## config.mk

```make
export PLATFORM = sky130hd
export DESIGN_NAME = lsu_top
export DESIGN_NICKNAME = d
export VERILOG_FILES = /design/src/hw/lsu_pkg.sv /design/src/hw/rv_mem_pkg.sv /design/src/hw/dmem_ram.sv /design/src/hw/lsu_access_fsm.sv /design/src/hw/lsu_align.sv /design/src/hw/lsu_load_extend.sv /design/src/hw/lsu_top.sv
export VERILOG_INCLUDE_DIRS = /design/src /design/src/hw
export SDC_FILE = /design/constraint.sdc
export NUM_CORES = 2
export LEC_CHECK = 0
export BUFFER_PORTS_ARGS = -buffer_cell sky130_fd_sc_hd__buf_2
export CORE_MARGIN = 2
export CORE_UTILIZATION = 55
export CTS_BUF_LIST = sky130_fd_sc_hd__clkbuf_16
export CTS_CLUSTER_DIAMETER = 30
export DETAILED_ROUTE_END_ITERATION = 10
export GPL_TIMING_DRIVEN = 0
export PLACE_DENSITY = 0.74
export SKIP_CTS_REPAIR_TIMING = 1
export SLEW_MARGIN = 20
export SYNTH_ARGS = -nofsm -noshare
export SYNTH_HDL_FRONTEND = slang
export SYNTH_SLANG_ARGS = --single-unit
export TNS_END_PERCENT = 20
```

## constraint.sdc

```tcl
create_clock -name i_clk -period 3.97 [get_ports i_clk]
set_input_delay 0 -clock i_clk [delete_from_list [all_inputs] [get_ports i_clk]]
set_output_delay 0 -clock i_clk [all_outputs]
set_load 0.01 [all_outputs]
```

## src/hw/lsu_defines.svh

```systemverilog
// Size and timing constants of the load/store unit and its data RAM
// Include wherever a width, the RAM depth or the RAM latency is needed
`ifndef LSU_DEFINES_SVH
`define LSU_DEFINES_SVH

// Data and address width
`define LSU_XLEN 32

// Word-address bits of the data RAM, 64 words
`define LSU_DMEM_AW 6

// Cycles from an accepted request to the ready pulse, at least 1
`define LSU_DMEM_LAT 2

`endif

```

## src/hw/lsu_pkg.sv

```systemverilog
// Internal types of the load/store unit
// Access machine state and the RAM word index
`default_nettype none

`include "lsu_defines.svh"

package lsu_pkg;

	typedef enum logic [1:0] {
		IDLE  = 2'b00,
		READ  = 2'b01,
		WRITE = 2'b10
	} acc_state_e;

	typedef logic [`LSU_DMEM_AW-1:0] word_idx_t; // RAM word address

endpackage

`default_nettype wire

```

## src/hw/rv_mem_pkg.sv

```systemverilog
// ISA-level encoding of RV32 loads and stores
// Shared by the unit stages and the testbench through scoped names
`default_nettype none

`include "lsu_defines.svh"

package rv_mem_pkg;

	// funct3 width codes of LOAD/STORE
	typedef enum logic [2:0] {
		F3_B  = 3'b000,
		F3_H  = 3'b001,
		F3_W  = 3'b010,
		F3_BU = 3'b100,
		F3_HU = 3'b101
	} mem_f3_e;

	typedef logic [3:0] byte_en_t; // One bit per byte lane

	typedef logic [`LSU_XLEN-1:0] word_t;

endpackage

`default_nettype wire

```

## src/hw/dmem_ram.sv

```systemverilog
// Word-organised data RAM with per-byte write enables
// Answers each accepted request with one ready pulse LSU_DMEM_LAT cycles later
`timescale 1ns/1ns
`default_nettype none

`include "lsu_defines.svh"

module dmem_ram (
	input  logic                 i_clk,
	input  logic                 i_rst_n,
	input  lsu_pkg::word_idx_t   i_addr,
	input  logic                 i_wen,
	input  logic                 i_ren,
	input  rv_mem_pkg::byte_en_t i_byte_en,
	input  rv_mem_pkg::word_t    i_wdata,
	output rv_mem_pkg::word_t    o_rdata,
	output logic                 o_ready
);

	localparam int DEPTH = 2 ** `LSU_DMEM_AW;
	localparam int CW    = $clog2(`LSU_DMEM_LAT + 1);

	rv_mem_pkg::word_t mem [DEPTH];
	logic [CW-1:0] cnt; // Cycles left until ready

	// Array and read register
	always_ff @(posedge i_clk) begin
		if (i_wen) begin
			for (int i = 0; i < 4; i++) begin
				if (i_byte_en[i]) begin
					mem[i_addr][8*i +: 8] <= i_wdata[8*i +: 8];
				end
			end
		end
		if (i_ren) begin
			o_rdata <= mem[i_addr]; // Held until the next read
		end
	end

	// Latency counter
	always_ff @(posedge i_clk) begin
		if (!i_rst_n) begin
			cnt <= '0;
		end else if (i_wen || i_ren) begin
			cnt <= CW'(`LSU_DMEM_LAT);
		end else if (cnt != '0) begin
			cnt <= cnt - 1'b1;
		end
	end

	assign o_ready = (cnt == CW'(1));

endmodule

`default_nettype wire

```

## src/hw/lsu_access_fsm.sv

```systemverilog
// Access stage: IDLE/READ/WRITE machine that issues RAM requests
// Holds the core in stall until the RAM ready pulse arrives
`timescale 1ns/1ns
`default_nettype none

module lsu_access_fsm (
	input  logic i_clk,
	input  logic i_rst_n,
	input  logic i_wr_en,
	input  logic i_rd_en,
	input  logic i_ex_ld,
	input  logic i_ex_st,
	input  logic i_ready,
	output logic o_mem_wen,
	output logic o_mem_ren,
	output logic o_stall
);

	lsu_pkg::acc_state_e state;
	lsu_pkg::acc_state_e next_state;
	logic ex;
	logic req;

	assign ex  = i_ex_ld || i_ex_st;
	assign req = i_wr_en || i_rd_en;

	always_ff @(posedge i_clk) begin
		if (!i_rst_n || ex) begin // Exception aborts the access
			state <= lsu_pkg::IDLE;
		end else begin
			state <= next_state;
		end
	end

	always_comb begin
		next_state = state;
		case (state)
			lsu_pkg::IDLE: begin
				if (i_rd_en) begin
					next_state = lsu_pkg::READ;
				end
				if (i_wr_en) begin
					next_state = lsu_pkg::WRITE;
				end
			end
			lsu_pkg::READ, lsu_pkg::WRITE: begin
				if (i_ready) begin
					next_state = lsu_pkg::IDLE;
				end
			end
			default: begin
				next_state = lsu_pkg::IDLE;
			end
		endcase
	end

	// Request goes out once, in the IDLE cycle, and only if aligned
	assign o_mem_wen = (state == lsu_pkg::IDLE) && i_wr_en && !i_ex_st;
	assign o_mem_ren = (state == lsu_pkg::IDLE) && i_rd_en && !i_ex_ld;

	// Low again in the ready cycle
	assign o_stall = (state != lsu_pkg::IDLE || req) && !i_ready && !ex;

endmodule

`default_nettype wire

```

## src/hw/lsu_align.sv

```systemverilog
// Align stage: alignment check, byte-lane enables and store data positioning
// Purely combinational, sits between the core operands and the RAM
`timescale 1ns/1ns
`default_nettype none

module lsu_align (
	input  logic [1:0]          i_addr, // Byte offset within the word
	input  rv_mem_pkg::mem_f3_e i_f3,
	input  rv_mem_pkg::word_t   i_wr_data,
	input  logic                i_wr_en,
	input  logic                i_rd_en,
	output rv_mem_pkg::byte_en_t o_byte_en,
	output rv_mem_pkg::word_t   o_st_word,
	output logic                o_ex_ld,
	output logic                o_ex_st
);

	logic is_half;
	logic is_word;
	logic misaligned;

	assign is_half = (i_f3 == rv_mem_pkg::F3_H) || (i_f3 == rv_mem_pkg::F3_HU);
	assign is_word = (i_f3 == rv_mem_pkg::F3_W);

	// Halfword needs an even address, word needs offset zero
	always_comb begin
		misaligned = 1'b0;
		if (is_half) begin
			misaligned = i_addr[0];
		end else if (is_word) begin
			misaligned = |i_addr;
		end
	end

	assign o_ex_ld = i_rd_en && misaligned;
	assign o_ex_st = i_wr_en && misaligned;

	// Lanes written by SB, SH and SW
	always_comb begin
		case (i_f3)
			rv_mem_pkg::F3_B: begin
				o_byte_en = rv_mem_pkg::byte_en_t'(4'b0001 << i_addr);
			end
			rv_mem_pkg::F3_H: begin
				o_byte_en = i_addr[1] ? 4'b1100 : 4'b0011; // Upper or lower pair
			end
			rv_mem_pkg::F3_W: begin
				o_byte_en = 4'b1111;
			end
			default: begin
				o_byte_en = 4'b0000; // No store form
			end
		endcase
	end

	// Move the low bytes of the store data up to the addressed lane
	assign o_st_word = i_wr_data << {i_addr, 3'b000};

endmodule

`default_nettype wire

```

## src/hw/lsu_load_extend.sv

```systemverilog
// Load-extend stage: picks the addressed lane of the RAM word
// and sign- or zero-extends it according to funct3
`timescale 1ns/1ns
`default_nettype none

`include "lsu_defines.svh"

module lsu_load_extend (
	input  rv_mem_pkg::word_t   i_raw,
	input  logic [1:0]          i_offset,
	input  rv_mem_pkg::mem_f3_e i_f3,
	output rv_mem_pkg::word_t   o_rd_data
);

	rv_mem_pkg::word_t shifted;

	// Addressed byte or halfword lands at bit 0
	assign shifted = i_raw >> {i_offset, 3'b000};

	always_comb begin
		case (i_f3)
			rv_mem_pkg::F3_B: begin
				o_rd_data = {{(`LSU_XLEN-8){shifted[7]}}, shifted[7:0]};
			end
			rv_mem_pkg::F3_H: begin
				o_rd_data = {{(`LSU_XLEN-16){shifted[15]}}, shifted[15:0]};
			end
			rv_mem_pkg::F3_BU: begin
				o_rd_data = {{(`LSU_XLEN-8){1'b0}}, shifted[7:0]};
			end
			rv_mem_pkg::F3_HU: begin
				o_rd_data = {{(`LSU_XLEN-16){1'b0}}, shifted[15:0]};
			end
			default: begin
				o_rd_data = shifted; // LW, offset is zero here
			end
		endcase
	end

endmodule

`default_nettype wire

```

## src/hw/lsu_top.sv

```systemverilog
// Load/store unit top: align, access and load-extend stages around the data RAM
// Connects straight to the core's memory-stage operands and stall input
`timescale 1ns/1ns
`default_nettype none

`include "lsu_defines.svh"

module lsu_top (
	input  logic                i_clk,
	input  logic                i_rst_n,
	input  rv_mem_pkg::word_t   i_addr,
	input  rv_mem_pkg::mem_f3_e i_f3,
	input  rv_mem_pkg::word_t   i_wr_data,
	input  logic                i_wr_en,
	input  logic                i_rd_en,
	output rv_mem_pkg::word_t   o_rd_data,
	output logic                o_stall,
	output logic                o_ex_ld,
	output logic                o_ex_st
);

	rv_mem_pkg::byte_en_t byte_en;
	rv_mem_pkg::word_t    st_word;
	rv_mem_pkg::word_t    raw_word;
	logic                 mem_wen;
	logic                 mem_ren;
	logic                 ready;

	lsu_align u_align (
		.i_addr    (i_addr[1:0]),
		.i_f3      (i_f3),
		.i_wr_data (i_wr_data),
		.i_wr_en   (i_wr_en),
		.i_rd_en   (i_rd_en),
		.o_byte_en (byte_en),
		.o_st_word (st_word),
		.o_ex_ld   (o_ex_ld),
		.o_ex_st   (o_ex_st)
	);

	lsu_access_fsm u_access_fsm (
		.i_clk     (i_clk),
		.i_rst_n   (i_rst_n),
		.i_wr_en   (i_wr_en),
		.i_rd_en   (i_rd_en),
		.i_ex_ld   (o_ex_ld),
		.i_ex_st   (o_ex_st),
		.i_ready   (ready),
		.o_mem_wen (mem_wen),
		.o_mem_ren (mem_ren),
		.o_stall   (o_stall)
	);

	dmem_ram u_ram (
		.i_clk     (i_clk),
		.i_rst_n   (i_rst_n),
		.i_addr    (i_addr[`LSU_DMEM_AW+1:2]), // Word index
		.i_wen     (mem_wen),
		.i_ren     (mem_ren),
		.i_byte_en (byte_en),
		.i_wdata   (st_word),
		.o_rdata   (raw_word),
		.o_ready   (ready)
	);

	lsu_load_extend u_load_extend (
		.i_raw     (raw_word),
		.i_offset  (i_addr[1:0]),
		.i_f3      (i_f3),
		.o_rd_data (o_rd_data)
	);

endmodule

`default_nettype wire

```

==> results by group <==
Status
  – Status: finished with violations
  – Failing checks: design-rule violations, negative setup slack

STA
  – Max Clock Freq: 0.246 GHz
  – Final Max Slew Viols: 0
  – Worst Tran Pin Value: 1400 ps
  – Max_slew headroom: 6.55%
  – Worst Skew: 32.8 ps
  – Final worst setup slack: -95.4 ps
  – # setup viols final: 63
  – Final Hold Fails: 0
  – Final Cycle Share: 102%
  – Period minus WS final: 4070 ps
  – RSZ-0062 raised after global routing: true
  – Setup TNS: -2690 ps

Logic synthesis
  – Share of the yosys chip area belonging to registers: 76.6%
  – Yosys warnings: 0
  – Main synth FF type: edfxtp_1
  – Syn Area/Cell: 18.7 sq um
  – Net count after synthesis: 4438
  – Post-synth EDFFs: 2080
  – Synth Instances: 4366
  – Post-Syn Area: 0.0817 sq mm
  – Number of synthesized register bits: 2084
  – Distinct cells, synth: 62
  – FFs w/ async S/R, synth: 0%

Route
  – Routed WL per cell: 36.4 um
  – Initial drt markers: 8632
  – Vias: 49685
  – Antenna viol nets, final: 0
  – DRC errors left: 1
  – DR pass1 iterations: 11
  – Final wirelength: 260 mm
  – DR vias/cell: 6.95

Floorplan
  – Die X: 389 um
  – Core area: 0.148 sq mm
  – Site Rows: 141
  – Starting density of the core: 55.3%
  – Top Ports: 106
  – Die ar.: 0.152 sq mm
  – Die Height: 389 um

GRT
  – Largest net degree at the start of global routing: 65
  – Vias in the first global route: 48834
  – Initial antenna violation count: 22
  – Total GRT Usage: 34.0%
  – Grt ovf: 0
  – Global-route wire length before repair: 358 mm

Layout
  – Design area: 0.0992 sq mm
  – Most common cell after layout, fill and taps aside: edfxtp_1
  – Syn-to-layout area delta: 21.4%
  – Commonest non-fill, non-tap cells in the layout: edfxtp_1, clkbuf_16, nor2_1
  – Nets@finish: 4991
  – Layout cells sized above 1: 24.2%
  – Final cell count without fillers: 7153
  – Post-layout util: 67.2%

Worst hold path
  – Worst min-delay path category: in -> reg

Clock tree
  – CTS tree: done
  – CTS H-tree lvls: 5
  – Maximum clock path buffer count: 4
  – Clk_lat worst skew: 950 ps
  – Root Driver: clkbuf_16
  – Worst-path clk slew: 50 ps
  – TritonCTS Buffers: 374
  – CTS sink count: 2084

Worst setup path
  – Critical Path Fanout Max: 10
  – Setup crit start kind: register
  – Req. time, crit path: 4510 ps
  – CP arrival: 4610 ps
  – Critical Path Sink Type: register
  – CP Class: reg -> reg

Place
  – Placer congestion estimate: 1.02
  – PortBufs: 76
  – DP HPWL: 168 mm
  – Area post-placement: 0.0862 sq mm
  – Inst Count DP: 6431

Power and ir drop
  – PD cells: 603 mW/mm^2
  – Leak: 0.0331 uW
  – Tot Pwr: 59800 uW
  – Worst IR drop on VDD: 0.510 mV

Run
  – Max-cap violation count: 0
-- cells in the mapped netlist, drive strengths merged (7+ instances only) --
cell type | number | share of area, %
a21oi | 37 | 0.23
edfxtp | 2080 | 76
nand2 | 125 | 0.57
nor3b | 7 | 0.083
buf | 177 | 1.4
nor2b | 24 | 0.18
or2 | 60 | 0.46
a221oi | 244 | 2.6
nand4 | 31 | 0.24
mux4 | 252 | 7.1
a22oi | 45 | 0.41
mux2 | 18 | 0.25
o22ai | 120 | 0.92
o21ai | 93 | 0.57
o221ai | 59 | 0.63
and2 | 11 | 0.084
a211oi | 17 | 0.16
clkbuf | 126 | 0.58
inv | 8 | 0.037
nor2 | 374 | 1.7
mux2i | 334 | 4.1
o211ai | 61 | 0.56
-- report_power, final --
group          internal, uW  leakage [uW]  total (uW)  switching [uW]
Sequential            24500        0.0191       24500            46.9
Combinational          1040       0.00789        3380            2340
Clock                 20800       0.00612       31900           11100
Total                 46300        0.0331       59800           13500
-- state kept, by name, summed over array words and instances (netlist names) --
register / flops
u_access_fsm.state: 2
u_ram.o_rdata: 32
u_ram.mem: 2048
u_ram.cnt: 2
-- critical path: stages, from the launching register on --
cell and delay [ps]:
dfxtp_1 320, inv_1 60, ha_1 250, nand2_1 90
nor2_1 450, nand3_1 880, clkbuf_1 660, nor2_1 940
-- final timing paths --
path,startpoint,endpoint,slack (ps),cells after the start
worst max-delay path,u_access_fsm.state[0]$_SDFFE_PP0P_,u_ram.mem[29][3]$_DFFE_PP_,-100,7
worst min-delay path,i_wr_data[15],u_ram.mem[15][15]$_DFFE_PP_,20,3
worst min register to register,u_ram.cnt[1]$_SDFFE_PN0P_,u_ram.cnt[0]$_SDFFE_PP0P_,550,1
worst max register to register,u_access_fsm.state[0]$_SDFFE_PP0P_,u_ram.mem[29][3]$_DFFE_PP_,-100,7
-- metal layers --
layer | GRT usage [%] | up-vias | routed length [um]
li1 | - | 19285 | -
met1 | 42.2 | 24755 | 86300
met2 | 50.4 | 4527 | 115000
met3 | 11.7 | 1094 | 37100
met4 | 23.5 | 24 | 21500
met5 | 0 | - | 159
-- logic make-up (layout without fill, tap and decap cells) --
kind of cell,Yosys count,in the layout,share of synthesized area [%]
AO/OA/AOI/OAI,701,701,6.37
XOR/XNOR,2,2,0.0214
adder cells (fa/ha/maj),1,1,0.0153
buffers and inverters,311,1155,2.00
flip-flops,2084,2084,76.6
multiplexers,604,604,11.4
other,0,13,0
AND/OR/NAND/NOR,663,663,3.62
-- layout make-up --
| class | instances | area, sq um |
|---|---|---|
| plain buffers | 303 | 1620 |
| well taps | 1930 | 2410 |
| flip-flops and latches | 2084 | 62500 |
| repair buffers | 177 | 2140 |
| multi-input cells | 1971 | 17900 |
| clock inverters | 286 | 3030 |
| inverters | 8 | 30.0 |
| clock buffers | 381 | 9530 |
| fillers | 9008 | 48500 |
| diodes | 13 | 32.5 |
-- per-stage QoR --
stage	hold WS [ps]	setup slack [ps]
floorplan	137	29.0
global placement	279	-5320
detailed placement	288	-98.4
CTS	-679	213
global route	19.9	-16.3
finish	18.1	-95.4
Power figures use the tool's default switching activity.
